### src/common/ex_pkg.sv
`default_nettype none

package ex_pkg;

    typedef logic [31:0] word_t;
    typedef logic [4:0]  reg_addr_t;
    typedef logic [11:0] alu_op_t;
    typedef logic [6:0]  md_op_t;
    typedef logic [7:0]  mem_op_t;
    typedef logic [1:0]  cnt_op_t;
    typedef logic [5:0]  exc_in_t;
    typedef logic [6:0]  exc_t;      // {ale, exc_in_t}
    typedef logic [63:0] stable_cnt_t;

    // alu_op_t bit positions
    localparam int op_add  = 0;
    localparam int op_sub  = 1;
    localparam int op_slt  = 2;
    localparam int op_sltu = 3;
    localparam int op_and  = 4;
    localparam int op_nor  = 5;
    localparam int op_or   = 6;
    localparam int op_xor  = 7;
    localparam int op_sll  = 8;
    localparam int op_srl  = 9;
    localparam int op_sra  = 10;
    localparam int op_lui  = 11;

    // md_op_t bit positions, all zero means alu
    localparam int md_mul_w   = 0;
    localparam int md_mulh_w  = 1;
    localparam int md_mulh_wu = 2;
    localparam int md_div_w   = 3;
    localparam int md_mod_w   = 4;
    localparam int md_div_wu  = 5;
    localparam int md_mod_wu  = 6;

    // mem_op_t bit positions
    localparam int mem_ld_w  = 0;
    localparam int mem_ld_h  = 1;
    localparam int mem_ld_hu = 2;
    localparam int mem_ld_b  = 3;
    localparam int mem_ld_bu = 4;
    localparam int mem_st_w  = 5;
    localparam int mem_st_h  = 6;
    localparam int mem_st_b  = 7;

    localparam int cnt_vl = 0;
    localparam int cnt_vh = 1;

endpackage

`default_nettype wire

### src/design/alu.sv
`default_nettype none

module alu (
    input  wire ex_pkg::alu_op_t alu_op,
    input  wire ex_pkg::word_t   alu_src1,
    input  wire ex_pkg::word_t   alu_src2,
    output ex_pkg::word_t        alu_result
);

    logic          use_sub;
    ex_pkg::word_t adder_b;
    logic [32:0]   adder_sum;
    logic          slt_res;
    logic          sltu_res;
    ex_pkg::word_t sll_res;
    ex_pkg::word_t srl_res;
    ex_pkg::word_t sra_res;

    // one adder serves add, sub and both compares
    assign use_sub = alu_op[ex_pkg::op_sub] | alu_op[ex_pkg::op_slt] | alu_op[ex_pkg::op_sltu];
    assign adder_b = use_sub ? ~alu_src2 : alu_src2;
    assign adder_sum = {1'b0, alu_src1} + {1'b0, adder_b} + {32'd0, use_sub};

    assign slt_res = (alu_src1[31] & ~alu_src2[31])
                   | (~(alu_src1[31] ^ alu_src2[31]) & adder_sum[31]);
    assign sltu_res = ~adder_sum[32];   // borrow out

    assign sll_res = alu_src1 << alu_src2[4:0];
    assign srl_res = alu_src1 >> alu_src2[4:0];
    assign sra_res = $signed(alu_src1) >>> alu_src2[4:0];

    assign alu_result = ({32{alu_op[ex_pkg::op_add] | alu_op[ex_pkg::op_sub]}} & adder_sum[31:0])
                      | ({32{alu_op[ex_pkg::op_slt]}}  & {31'd0, slt_res})
                      | ({32{alu_op[ex_pkg::op_sltu]}} & {31'd0, sltu_res})
                      | ({32{alu_op[ex_pkg::op_and]}}  & (alu_src1 & alu_src2))
                      | ({32{alu_op[ex_pkg::op_nor]}}  & ~(alu_src1 | alu_src2))
                      | ({32{alu_op[ex_pkg::op_or]}}   & (alu_src1 | alu_src2))
                      | ({32{alu_op[ex_pkg::op_xor]}}  & (alu_src1 ^ alu_src2))
                      | ({32{alu_op[ex_pkg::op_sll]}}  & sll_res)
                      | ({32{alu_op[ex_pkg::op_srl]}}  & srl_res)
                      | ({32{alu_op[ex_pkg::op_sra]}}  & sra_res)
                      | ({32{alu_op[ex_pkg::op_lui]}}  & alu_src2);

endmodule

`default_nettype wire

### src/design/ex_stage.sv
`default_nettype none

module ex_stage (
    input  wire                    clk,
    input  wire                    resetn,
    input  wire                    flush,
    input  wire                    ds_valid,
    input  wire ex_pkg::word_t     ds_pc,
    input  wire ex_pkg::word_t     ds_src1,
    input  wire ex_pkg::word_t     ds_src2,
    input  wire ex_pkg::word_t     ds_rkd,
    input  wire ex_pkg::alu_op_t   ds_alu_op,
    input  wire ex_pkg::md_op_t    ds_md_op,
    input  wire ex_pkg::mem_op_t   ds_mem_op,
    input  wire ex_pkg::cnt_op_t   ds_cnt_op,
    input  wire                    ds_rf_we,
    input  wire ex_pkg::reg_addr_t ds_rf_waddr,
    input  wire ex_pkg::exc_in_t   ds_exc,
    output logic                   es_allowin,
    input  wire                    ms_allowin,
    output logic                   es_to_ms_valid,
    output ex_pkg::word_t          es_pc,
    output ex_pkg::word_t          es_result,
    output logic                   es_rf_we,
    output ex_pkg::reg_addr_t      es_rf_waddr,
    output logic                   es_res_from_mem,
    output logic                   es_mem_req,
    output ex_pkg::exc_t           es_exc,
    output ex_pkg::alu_op_t        alu_op,
    output ex_pkg::word_t          alu_src1,
    output ex_pkg::word_t          alu_src2,
    input  wire ex_pkg::word_t     alu_result,
    output logic                   div_start,
    output logic                   div_signed,
    output ex_pkg::word_t          div_dividend,
    output ex_pkg::word_t          div_divisor,
    input  wire                    div_done,
    input  wire ex_pkg::word_t     div_quot,
    input  wire ex_pkg::word_t     div_rem,
    output ex_pkg::mem_op_t        st_mem_op,
    output ex_pkg::word_t          st_rkd,
    input  wire                    ale,
    input  wire                    mem_access,
    output logic                   data_sram_req,
    output logic                   data_sram_wr,
    output ex_pkg::word_t          data_sram_addr,
    input  wire                    data_sram_addr_ok
);

    logic                es_valid;
    logic                accept;
    logic                ready_go;
    logic                mem_go;
    logic                is_div;
    logic                ds_is_div;
    logic                div_done_q;
    ex_pkg::md_op_t      md_op_q;
    ex_pkg::cnt_op_t     cnt_op_q;
    logic                rf_we_q;
    ex_pkg::exc_in_t     exc_q;
    ex_pkg::stable_cnt_t stable_cnt;
    logic [63:0]         prod_u;
    logic signed [63:0]  prod_s;
    ex_pkg::word_t       quot_fix;
    ex_pkg::word_t       md_result;

    assign accept = ds_valid & es_allowin;

    always_ff @(posedge clk) begin
        if (!resetn) begin
            es_valid <= 1'b0;
        end else if (flush) begin
            es_valid <= 1'b0;
        end else if (es_allowin) begin
            es_valid <= ds_valid;
        end
    end

    always_ff @(posedge clk) begin
        if (accept) begin
            es_pc <= ds_pc;
            alu_src1 <= ds_src1;
            alu_src2 <= ds_src2;
            st_rkd <= ds_rkd;
            alu_op <= ds_alu_op;
            md_op_q <= ds_md_op;
            st_mem_op <= ds_mem_op;
            cnt_op_q <= ds_cnt_op;
            rf_we_q <= ds_rf_we;
            es_rf_waddr <= ds_rf_waddr;
            exc_q <= ds_exc;
        end
    end

    assign prod_u = alu_src1 * alu_src2;
    assign prod_s = $signed(alu_src1) * $signed(alu_src2);

    assign is_div = md_op_q[ex_pkg::md_div_w] | md_op_q[ex_pkg::md_mod_w]
                  | md_op_q[ex_pkg::md_div_wu] | md_op_q[ex_pkg::md_mod_wu];
    assign ds_is_div = ds_md_op[ex_pkg::md_div_w] | ds_md_op[ex_pkg::md_mod_w]
                     | ds_md_op[ex_pkg::md_div_wu] | ds_md_op[ex_pkg::md_mod_wu];

    // one start per divide, in the cycle after acceptance
    always_ff @(posedge clk) begin
        if (!resetn) begin
            div_start <= 1'b0;
        end else begin
            div_start <= accept & ds_is_div & ~flush;
        end
    end

    // a done left over from a flushed divide can coincide with the new start
    always_ff @(posedge clk) begin
        if (!resetn) begin
            div_done_q <= 1'b0;
        end else if (accept) begin
            div_done_q <= 1'b0;
        end else if (div_done && es_valid && !div_start) begin
            div_done_q <= 1'b1;
        end
    end

    assign div_signed = md_op_q[ex_pkg::md_div_w] | md_op_q[ex_pkg::md_mod_w];
    assign div_dividend = alu_src1;
    assign div_divisor = alu_src2;

    assign quot_fix = (alu_src2 == '0) ? '1 : div_quot;   // divide by zero

    assign md_result = ({32{md_op_q[ex_pkg::md_mul_w]}}   & prod_s[31:0])
                     | ({32{md_op_q[ex_pkg::md_mulh_w]}}  & prod_s[63:32])
                     | ({32{md_op_q[ex_pkg::md_mulh_wu]}} & prod_u[63:32])
                     | ({32{md_op_q[ex_pkg::md_div_w] | md_op_q[ex_pkg::md_div_wu]}} & quot_fix)
                     | ({32{md_op_q[ex_pkg::md_mod_w] | md_op_q[ex_pkg::md_mod_wu]}} & div_rem);

    always_ff @(posedge clk) begin
        if (!resetn) begin
            stable_cnt <= '0;
        end else begin
            stable_cnt <= stable_cnt + 64'd1;
        end
    end

    always_comb begin
        if (cnt_op_q[ex_pkg::cnt_vl]) begin
            es_result = stable_cnt[31:0];
        end else if (cnt_op_q[ex_pkg::cnt_vh]) begin
            es_result = stable_cnt[63:32];
        end else if (|md_op_q) begin
            es_result = md_result;
        end else begin
            es_result = alu_result;
        end
    end

    assign es_exc = {ale, exc_q};
    assign mem_go = mem_access & ~(|es_exc) & ~flush;

    // accepted request leaves the stage in the same cycle
    assign data_sram_req = es_valid & mem_go & ms_allowin;
    assign data_sram_wr = data_sram_req & (st_mem_op[ex_pkg::mem_st_w]
                        | st_mem_op[ex_pkg::mem_st_h] | st_mem_op[ex_pkg::mem_st_b]);
    assign data_sram_addr = {alu_result[31:2], 2'b00};

    assign ready_go = mem_go ? (data_sram_req & data_sram_addr_ok) :
                      is_div ? div_done_q :
                               1'b1;

    assign es_allowin = ~es_valid | (ready_go & ms_allowin);
    assign es_to_ms_valid = es_valid & ready_go & ~flush;

    assign es_rf_we = es_valid & rf_we_q;
    assign es_res_from_mem = es_valid & (|st_mem_op[ex_pkg::mem_ld_bu:ex_pkg::mem_ld_w]);
    assign es_mem_req = es_valid & mem_go;

endmodule

`default_nettype wire

### src/design/ex_top.sv
`default_nettype none

module ex_top #(
    parameter int DIV_W = 32
) (
    input  wire                    clk,
    input  wire                    resetn,
    input  wire                    flush,
    input  wire                    ds_valid,
    input  wire ex_pkg::word_t     ds_pc,
    input  wire ex_pkg::word_t     ds_src1,
    input  wire ex_pkg::word_t     ds_src2,
    input  wire ex_pkg::word_t     ds_rkd,
    input  wire ex_pkg::alu_op_t   ds_alu_op,
    input  wire ex_pkg::md_op_t    ds_md_op,
    input  wire ex_pkg::mem_op_t   ds_mem_op,
    input  wire ex_pkg::cnt_op_t   ds_cnt_op,
    input  wire                    ds_rf_we,
    input  wire ex_pkg::reg_addr_t ds_rf_waddr,
    input  wire ex_pkg::exc_in_t   ds_exc,
    output logic                   es_allowin,
    input  wire                    ms_allowin,
    output logic                   es_to_ms_valid,
    output ex_pkg::word_t          es_pc,
    output ex_pkg::word_t          es_result,
    output logic                   es_rf_we,
    output ex_pkg::reg_addr_t      es_rf_waddr,
    output logic                   es_res_from_mem,
    output logic                   es_mem_req,
    output ex_pkg::exc_t           es_exc,
    output logic                   data_sram_req,
    output logic                   data_sram_wr,
    output logic [1:0]             data_sram_size,
    output ex_pkg::word_t          data_sram_addr,
    output logic [3:0]             data_sram_wstrb,
    output ex_pkg::word_t          data_sram_wdata,
    input  wire                    data_sram_addr_ok
);

    ex_pkg::alu_op_t alu_op;
    ex_pkg::word_t   alu_src1;
    ex_pkg::word_t   alu_src2;
    ex_pkg::word_t   alu_result;
    logic            div_start;
    logic            div_signed;
    ex_pkg::word_t   div_dividend;
    ex_pkg::word_t   div_divisor;
    logic            div_done;
    ex_pkg::word_t   div_quot;
    ex_pkg::word_t   div_rem;
    ex_pkg::mem_op_t st_mem_op;
    ex_pkg::word_t   st_rkd;
    logic            ale;
    logic            mem_access;

    // stage and alu ports share their names with the nets here
    ex_stage u_ex_stage (.*);

    alu u_alu (.*);

    divider #(
        .DIV_W(DIV_W)
    ) u_divider (
        .clk      (clk),
        .resetn   (resetn),
        .start    (div_start),
        .is_signed(div_signed),
        .dividend (div_dividend),
        .divisor  (div_divisor),
        .done     (div_done),
        .quot     (div_quot),
        .rem      (div_rem)
    );

    store_align u_store_align (
        .mem_op    (st_mem_op),
        .addr      (alu_result),
        .rkd       (st_rkd),
        .ale       (ale),
        .mem_access(mem_access),
        .wstrb     (data_sram_wstrb),
        .wdata     (data_sram_wdata),
        .size      (data_sram_size)
    );

endmodule

`default_nettype wire

### src/design/store_align.sv
`default_nettype none

module store_align (
    input  wire ex_pkg::mem_op_t mem_op,
    input  wire ex_pkg::word_t   addr,
    input  wire ex_pkg::word_t   rkd,
    output logic                 ale,
    output logic                 mem_access,
    output logic [3:0]           wstrb,
    output ex_pkg::word_t        wdata,
    output logic [1:0]           size
);

    logic acc_word;
    logic acc_half;
    logic st_w;
    logic st_h;
    logic st_b;

    assign st_w = mem_op[ex_pkg::mem_st_w];
    assign st_h = mem_op[ex_pkg::mem_st_h];
    assign st_b = mem_op[ex_pkg::mem_st_b];

    assign acc_word = mem_op[ex_pkg::mem_ld_w] | st_w;
    assign acc_half = mem_op[ex_pkg::mem_ld_h] | mem_op[ex_pkg::mem_ld_hu] | st_h;

    assign ale = (acc_word & (|addr[1:0])) | (acc_half & addr[0]);
    assign mem_access = |mem_op;

    assign wstrb = ({4{st_b}} & (4'b0001 << addr[1:0]))
                 | ({4{st_h}} & (addr[1] ? 4'b1100 : 4'b0011))
                 | ({4{st_w}} & 4'b1111);

    // replicate into every lane, strobes pick the live bytes
    assign wdata = ({32{st_b}} & {4{rkd[7:0]}})
                 | ({32{st_h}} & {2{rkd[15:0]}})
                 | ({32{st_w}} & rkd);

    // byte loads need no decode here, they fall to size 0
    assign size = acc_word ? 2'd2 :
                  acc_half ? 2'd1 :
                             2'd0;

endmodule

`default_nettype wire

### src/divider/divider.sv
`default_nettype none

module divider #(
    parameter int DIV_W = 32
) (
    input  wire                clk,
    input  wire                resetn,
    input  wire                start,
    input  wire                is_signed,
    input  wire ex_pkg::word_t dividend,
    input  wire ex_pkg::word_t divisor,
    output logic               done,
    output ex_pkg::word_t      quot,
    output ex_pkg::word_t      rem
);

    localparam int cnt_w = $clog2(DIV_W);

    typedef enum logic [1:0] {
        div_idle,
        div_run,
        div_finish
    } div_state_e;

    div_state_e       state;
    logic [cnt_w-1:0] step;
    logic [DIV_W-1:0] q_reg;    // dividend bits out, quotient bits in
    logic [DIV_W-1:0] r_reg;
    logic [DIV_W-1:0] d_reg;
    logic             neg_q;
    logic             neg_r;
    ex_pkg::word_t    abs_dividend;
    ex_pkg::word_t    abs_divisor;
    logic [DIV_W:0]   shifted;
    logic [DIV_W+1:0] diff;

    assign abs_dividend = (is_signed && dividend[31]) ? -dividend : dividend;
    assign abs_divisor  = (is_signed && divisor[31]) ? -divisor : divisor;

    assign shifted = {r_reg, q_reg[DIV_W-1]};
    assign diff = {1'b0, shifted} - {2'b00, d_reg};

    // a new start always restarts, even mid run
    always_ff @(posedge clk) begin
        if (!resetn) begin
            state <= div_idle;
            step <= '0;
        end else if (start) begin
            state <= div_run;
            step <= '0;
        end else begin
            case (state)
                div_run: begin
                    step <= step + 1'b1;
                    if (step == cnt_w'(DIV_W - 1)) begin
                        state <= div_finish;
                    end
                end
                default: state <= div_idle;
            endcase
        end
    end

    always_ff @(posedge clk) begin
        if (start) begin
            q_reg <= abs_dividend;
            r_reg <= '0;
            d_reg <= abs_divisor;
            neg_q <= is_signed & (dividend[31] ^ divisor[31]);
            neg_r <= is_signed & dividend[31];
        end else if (state == div_run) begin
            q_reg <= {q_reg[DIV_W-2:0], ~diff[DIV_W+1]};
            r_reg <= diff[DIV_W+1] ? shifted[DIV_W-1:0] : diff[DIV_W-1:0];  // restore on borrow
        end
    end

    assign done = (state == div_finish);

    // remainder follows the dividend sign
    assign quot = neg_q ? -q_reg : q_reg;
    assign rem  = neg_r ? -r_reg : r_reg;

endmodule

`default_nettype wire

### config.mk
export PLATFORM = sky130hd
export DESIGN_NAME = ex_top
export DESIGN_NICKNAME = d
export VERILOG_FILES = /design/src/common/ex_pkg.sv /design/src/design/alu.sv /design/src/design/ex_stage.sv /design/src/design/ex_top.sv /design/src/design/store_align.sv /design/src/divider/divider.sv
export SDC_FILE = /design/constraint.sdc
export NUM_CORES = 2
export LEC_CHECK = 0
export ABC_CLOCK_PERIOD_IN_PS = 29500
export BUFFER_PORTS_ARGS = -buffer_cell sky130_fd_sc_hd__buf_2
export CAP_MARGIN = 0
export CORE_MARGIN = 2
export CORE_UTILIZATION = 65
export CTS_CLUSTER_DIAMETER = 30
export DETAILED_ROUTE_END_ITERATION = 8
export MAX_ROUTING_LAYER = met4
export PLACE_DENSITY = 0.83
export SLEW_MARGIN = 20
export SYNTH_ARGS = -nofsm -noshare
export SYNTH_HDL_FRONTEND = slang
export SYNTH_SLANG_ARGS = --single-unit
### constraint.sdc
create_clock -name clk -period 29.5 [get_ports clk]
set_clock_uncertainty 0.05 [all_clocks]
set_input_delay 5.9 -clock clk [delete_from_list [all_inputs] [get_ports clk]]
set_output_delay 5.9 -clock clk [all_outputs]
set_load 0.1 [all_outputs]
* Word level (Yosys, flattened, before mapping)
Index checks and enable logic that the tools add are counted.
** Storage, ports and cells
- Flip-flop bits (word level) :: 341
- Logic and storage cells :: 171
- Output and inout port bits :: 153
- Input port bits :: 175
** Operators by class
- Multipliers :: 2
- Reductions and logical operators :: 16
- Muxes and demuxes :: 20
- Bitwise logic cells :: 93
- Shifts and indexed selects :: 4
- Equality and inequality tests :: 4
- Add/sub/neg operators :: 9
** Operators with widths (count)
- 32-bit bitwise AND :: 18
- 32-bit bitwise OR :: 17
- 32-bit two-way mux :: 12
- 32-bit by 32-bit multiplier with 64-bit output :: 2
- 32-bit negator :: 4
- 64-bit by 1-bit adder with 64-bit output (second input constant) :: 1
- 32-bit by 1-bit bitwise AND with 32-bit output :: 2
- 32-bit NOT :: 2
- 33-bit by 32-bit subtractor with 34-bit output :: 1
- 32-bit by 32-bit adder with 33-bit output :: 1
- 33-bit by 1-bit adder with 33-bit output :: 1
- 32-bit zero test :: 1
- 32-bit by 5-bit left shift with 32-bit output :: 1
- 32-bit by 5-bit right shift with 32-bit output :: 1
- 32-bit by 5-bit >>> shifter with 32-bit output :: 1
- 32-bit bitwise XOR :: 1
- 1-bit bitwise AND :: 20
- 1-bit bitwise OR :: 19
- 7-bit OR reduction :: 2
- 1-bit NOT :: 9
- 4-bit bitwise AND :: 2
- 4-bit bitwise OR :: 2
- 2-bit OR reduction :: 4
- 8-bit OR reduction :: 1
- other kinds (15) :: 23

* Logic depth before layout (Yosys ltp)
- Depth in word-level cells :: 34
- Gate-level depth with buffers :: 34
- Depth with buffers taken out :: 28

* Hierarchy
A second synthesis with hierarchy kept.
** Unflattened totals
- Cell total of the unflattened synthesis :: 8585
- Area total of the unflattened synthesis :: 78355.1 µm²
** Modules (own cells, without submodules)
- ex_stage :: area an instance 61774.2 µm², seq. area each 6416.2 µm², cells an instance 6404, times used 1
- divider :: area an instance 8259.2 µm², seq. area each 2762.6 µm², cells an instance 975, times used 1
- alu :: area an instance 7817.5 µm², seq. area each 0.0 µm², cells an instance 1139, times used 1
- store_align :: area an instance 504.2 µm², seq. area each 0.0 µm², cells an instance 67, times used 1

* Worst setup path after synthesis
No wires, ideal clock.
- Path kind :: register to output
- From :: register u_ex_stage.alu_src2[3]
- To :: output es_result[6]
- Stages on the path, launching flop included :: 31
- Arrival :: 10.553 ns
- Setup slack :: 12.997 ns
- Cells stage by stage :: edfxtp_1 > clkbuf_1 > clkbuf_1 > clkbuf_1 > clkbuf_1 > clkbuf_1 > clkbuf_1 > buf_1 > nand2_1 > fa_1 > inv_1 > fa_1 > fa_1 > inv_1 > fa_1 > fa_1 > fa_1 > inv_1 > fa_1 > fa_1 > ha_1 > a211oi_1 > nand2_1 > a21oi_1 > nor4_1 > o21a_1 > or3b_2 > a31oi_1 > xnor2_1 > a221oi_1 > o21ai_0
** On the way
- Word-level cells in the longest chain between the ends :: 18
- Elaborated cells on any way between the ends :: 36
- Classes of those cells :: add/sub (2); mul (2); shift (3); mux (5); bitwise (23); reduce/logical (1)
** RTL lines
- from (decl) :: RTL line ex_stage.sv:31 : output ex_pkg::word_t alu_src2,
- from (signal assigned) :: RTL line ex_stage.sv:83 : alu_src2 <= ds_src2;
- 32-bit NOT :: RTL line alu.sv:21 : assign adder_b = use_sub ? ~alu_src2 : alu_src2;
- 32-bit two-way mux :: RTL line alu.sv:21
- 32-bit by 32-bit adder with 33-bit output :: RTL line alu.sv:22 : assign adder_sum = {1'b0, alu_src1} + {1'b0, adder_b} + {32'd0, use_sub};
- 33-bit by 1-bit adder with 33-bit output :: RTL line alu.sv:22
- 32-bit bitwise AND :: RTL line alu.sv:32 : assign alu_result = ({32{alu_op[ex_pkg::op_add] | alu_op[ex_pkg::op_sub]}} & adder_sum[31:0])
- 32-bit bitwise OR :: RTL line alu.sv:33 : | ({32{alu_op[ex_pkg::op_slt]}} & {31'd0, slt_res})
- 32-bit bitwise OR :: RTL line alu.sv:34 : | ({32{alu_op[ex_pkg::op_sltu]}} & {31'd0, sltu_res})
- 32-bit bitwise OR :: RTL line alu.sv:35 : | ({32{alu_op[ex_pkg::op_and]}} & (alu_src1 & alu_src2))
- (+2 left out)
- 32-bit bitwise OR :: RTL line alu.sv:38 : | ({32{alu_op[ex_pkg::op_xor]}} & (alu_src1 ^ alu_src2))
- 32-bit bitwise OR :: RTL line alu.sv:39 : | ({32{alu_op[ex_pkg::op_sll]}} & sll_res)
- 32-bit bitwise OR :: RTL line alu.sv:40 : | ({32{alu_op[ex_pkg::op_srl]}} & srl_res)
- 32-bit bitwise OR :: RTL line alu.sv:41 : | ({32{alu_op[ex_pkg::op_sra]}} & sra_res)
- 32-bit bitwise OR :: RTL line alu.sv:42 : | ({32{alu_op[ex_pkg::op_lui]}} & alu_src2);
- 32-bit two-way mux * :: RTL line ex_stage.sv:148 : end else if (|md_op_q) begin
- 32-bit two-way mux * :: RTL line ex_stage.sv:146 : end else if (cnt_op_q[ex_pkg::cnt_vh]) begin
- 32-bit two-way mux * :: RTL line ex_stage.sv:144 : if (cnt_op_q[ex_pkg::cnt_vl]) begin
- to (decl) :: RTL line ex_top.sv:25 : output ex_pkg::word_t es_result,
Every way passes the cells marked *; elsewhere a longest branch is shown, timed or not.

* Worst setup path after layout
- From :: register u_ex_stage.alu_src1[31]
- To :: output es_result[24]
** On the way
- Word-level cells in the longest chain between the ends :: 9
- Elaborated cells on any way between the ends :: 21
- Classes of those cells :: mul (2); shift (3); mux (3); bitwise (13)
** RTL lines
- from (decl) :: RTL line ex_stage.sv:30 : output ex_pkg::word_t alu_src1,
- from (signal assigned) :: RTL line ex_stage.sv:82 : alu_src1 <= ds_src1;
- 32-bit by 32-bit multiplier with 64-bit output or 32-bit by 5-bit left shift with 32-bit output (tied branches) :: RTL line ex_stage.sv:96, alu.sv:28
- 32-bit bitwise AND, on equally long branches :: RTL line ex_stage.sv:130, alu.sv:39
- 32-bit bitwise OR, on equally long branches :: RTL line ex_stage.sv:130, alu.sv:39
- 32-bit bitwise OR, on equally long branches :: RTL line ex_stage.sv:131, alu.sv:40
- 32-bit bitwise OR, on equally long branches :: RTL line ex_stage.sv:132, alu.sv:41
- 32-bit bitwise OR, on equally long branches :: RTL line ex_stage.sv:133, alu.sv:42
- 32-bit two-way mux * :: RTL line ex_stage.sv:148
- 32-bit two-way mux * :: RTL line ex_stage.sv:146
- 32-bit two-way mux * :: RTL line ex_stage.sv:144
Marked as above.

==> metrics.yaml <==
outcome: "finished with violations"
violations: "design-rule violations"
yosysWarnings: 0
cts_resized: 0
maxCapViolations: 0
cts_max_path_buffers: 3
fin_crit_sh_pct: 59.63
postLayoutCellArea_sq_um: 82800
grt_use_total_pct: 58.63
ys.flop_type: "edfxtp_1"
timing_hold_violations_final: 0
nFillCells: 8294
netlist.area_leader.share_pct: 38.63
clk_pin_slew_ns: 0.05
max_slew.worst_pin.slew_ns: 1.459
max_freq_mhz: 56.85
dieArea_sq_um: 120200
path_depth: 27
multi_input_area_sq_um: 59280
vias: 70360
antenna_found_initial: 46
drive_gt1_share_pct: 8.870
reg2regPathDepth: 15
drc: 2
critPathRequiredTime_ns: 23.55
synth-seq-cells: 341
synth-edff-count: 235
synth_commonest_cells: "inv_1, fa_1, nand2_1"
largest_reg_flops: 64
clkLatencyLatePin_ns: 0.75
cts_tree: "done"
postCtsHoldBufs: 0
cp_common_cell: "fa_1"
htree_levels: 3
grt_pass1_wl_um: 489400
slew_headroom_pct: 1.736
slew_violations: 0
clockRootBuffer: "clkbuf_16"
die_w_um: 346.7
initial_core_util_pct: 65.60
wl_um: 336900
nets: 10756
period_minus_slack_ns: 17.59
cp-end-kind: "primary output"
ys_types: 89
cts_setup_buffers: 0
numPortBuffers: 325
placed_cell_area_sq_um: 79560
grt_pass1_vias: 73623
synth-async-reset-ratio_pct: 0
numCtsBuffers: 85
cp-start-kind: "flop"
core_sq_um: 116400
synth-seq-area-share_pct: 12.02
gr-total-overflow: 0
yosys.area.top_type: "fa_1"
hpwl_um: 252200
rsz0062_at_grt: "no"
holdPathStages: 2
syn_avg_cell_area_sq_um: 9.050
regArea_sq_um: 9183
area_growth_pct: 8.473
setup_viol: 0
synthTopCellsByArea: "fa_1, edfxtp_1, ha_1, inv_1, nand2_1"
hold_path.class: "reg2reg"
drtPass1Iterations: 9
drtAntennaViolNets: 0
synth_cells: 8435
wl_per_cell_um: 32.86
crit_type: "reg2out"
cts.sink_count: 341
ios: 328
critPathBufInv: 8
synth.most_common_cell: "inv_1"
critPathArrivalTime_ns: 11.64
rows: 125
critical-path-slowest-cell: "fa_1"
max_stage_delay_ns: 1.06
regMostFlops: "u_ex_stage.stable_cnt"
synth_area_sq_um: 76330
crit_family: "adder cells"
dieHeight_um: 346.7
drtIter0Drc: 11435
vias_per_cell: 6.861
setup_tns_ns: 0
gp_congestion: 1.136
grt_max_degree: 101
path_max_fanout: 26
## cells by family after synthesis
kind of cell             count (synthesis)  synth area share [%]
AO/OA/AOI/OAI                         1202                 10.42
XOR/XNOR                               312                 3.580
adder cells (fa/ha/maj)               1995                 47.19
buffers and inverters                 2096                 10.39
flip-flops                             341                 12.02
multiplexers                           148                 2.864
other                                    1              0.004913
AND/OR/NAND/NOR                       2340                 13.53
## worst paths after layout
check	startpoint	endpoint	slack, ns
worst max-delay path	u_ex_stage.alu_src1[31]	es_result[24]	11.91
worst max register to register	u_ex_stage.alu_op[2]	u_ex_stage.st_rkd[23]	22.17
worst min register to register	u_divider.step[4]	u_divider.step[4]	0.42
worst min-delay path	u_divider.step[4]	u_divider.step[4]	0.42
## metal layers
metal  up-vias  global-route usage (%)  routed length [um]
li1      27394                       -                   -
met1     33890                   63.87              102300
met2      6585                   81.03              138900
met3      2491                   26.67               55360
met4         0                   50.17               40350
met5         -                       -                   0
## area by class of cell
type                            instances  area share (%)
Antenna cell                           73          0.2206
Clock buffer                           96           2.667
Clock inverter                         63           1.018
Inverter                             1656           7.516
Multi-Input combinational cell       5999           71.59
Sequential cell                       341           11.09
Tap cell                             1524           2.303
Timing Repair Buffer                  503           3.593
## layout by cell type, fill, tap and decap left out, types with 45 or more instances in the layout
master     instances
nor3_1           117
buf_2            325
mux2i_1           80
nor2b_1           48
mux4_2            55
clkbuf_16         85
dfxtp_1          105
fa_1            1473
o21ai_0          265
ha_1             522
nand3_1          117
o211ai_1          50
a21oi_1          309
nor4_1            45
a211oi_1          51
nor2_1           762
and2_1            72
a21o_1            75
buf_4            177
diode_2           73
xnor2_1          229
edfxtp_1         235
nand4_1           64
nand2_1          902
xor2_1            83
inv_1           1620
or3_1             45
## per-stage QoR
| step | cells | setup WS, ns | hold WS [ns] | utilization, % |
|---|---|---|---|---|
| 4_1_cts | 10182 | 12.33 | 0.4214 | 70.99 |
| 3_3_place_gp | 10023 | 13.07 | 0.3999 | 68.36 |
| 6_report | 10255 | 11.91 | 0.4194 | 71.16 |
| 2_1_floorplan | 8436 | 13.00 | 0.3827 | - |
| 3_5_place_dp | 10023 | 13.07 | 0.4167 | 68.37 |
| 5_1_grt | 10243 | 11.68 | 0.4441 | 71.13 |
## worst reg2reg max path, stage by stage (launching register included)
cell	delay (ns)
edfxtp_1	0.61
nor3_2	0.24
buf_4	0.54
xnor2_1	0.16
ha_1	0.42
and4_1	0.28
nand3_1	0.09
a211o_1	0.35
a21oi_1	0.59
a22o_1	0.52
mux2i_1	0.81
o21ai_0	0.26
nand3_1	0.22
nand2_1	0.19
inv_8	0.65
buf_4	0.92
Power is not shown: default switching activity piles up to over one toggle a cycle in this logic, so the estimate is an artifact.
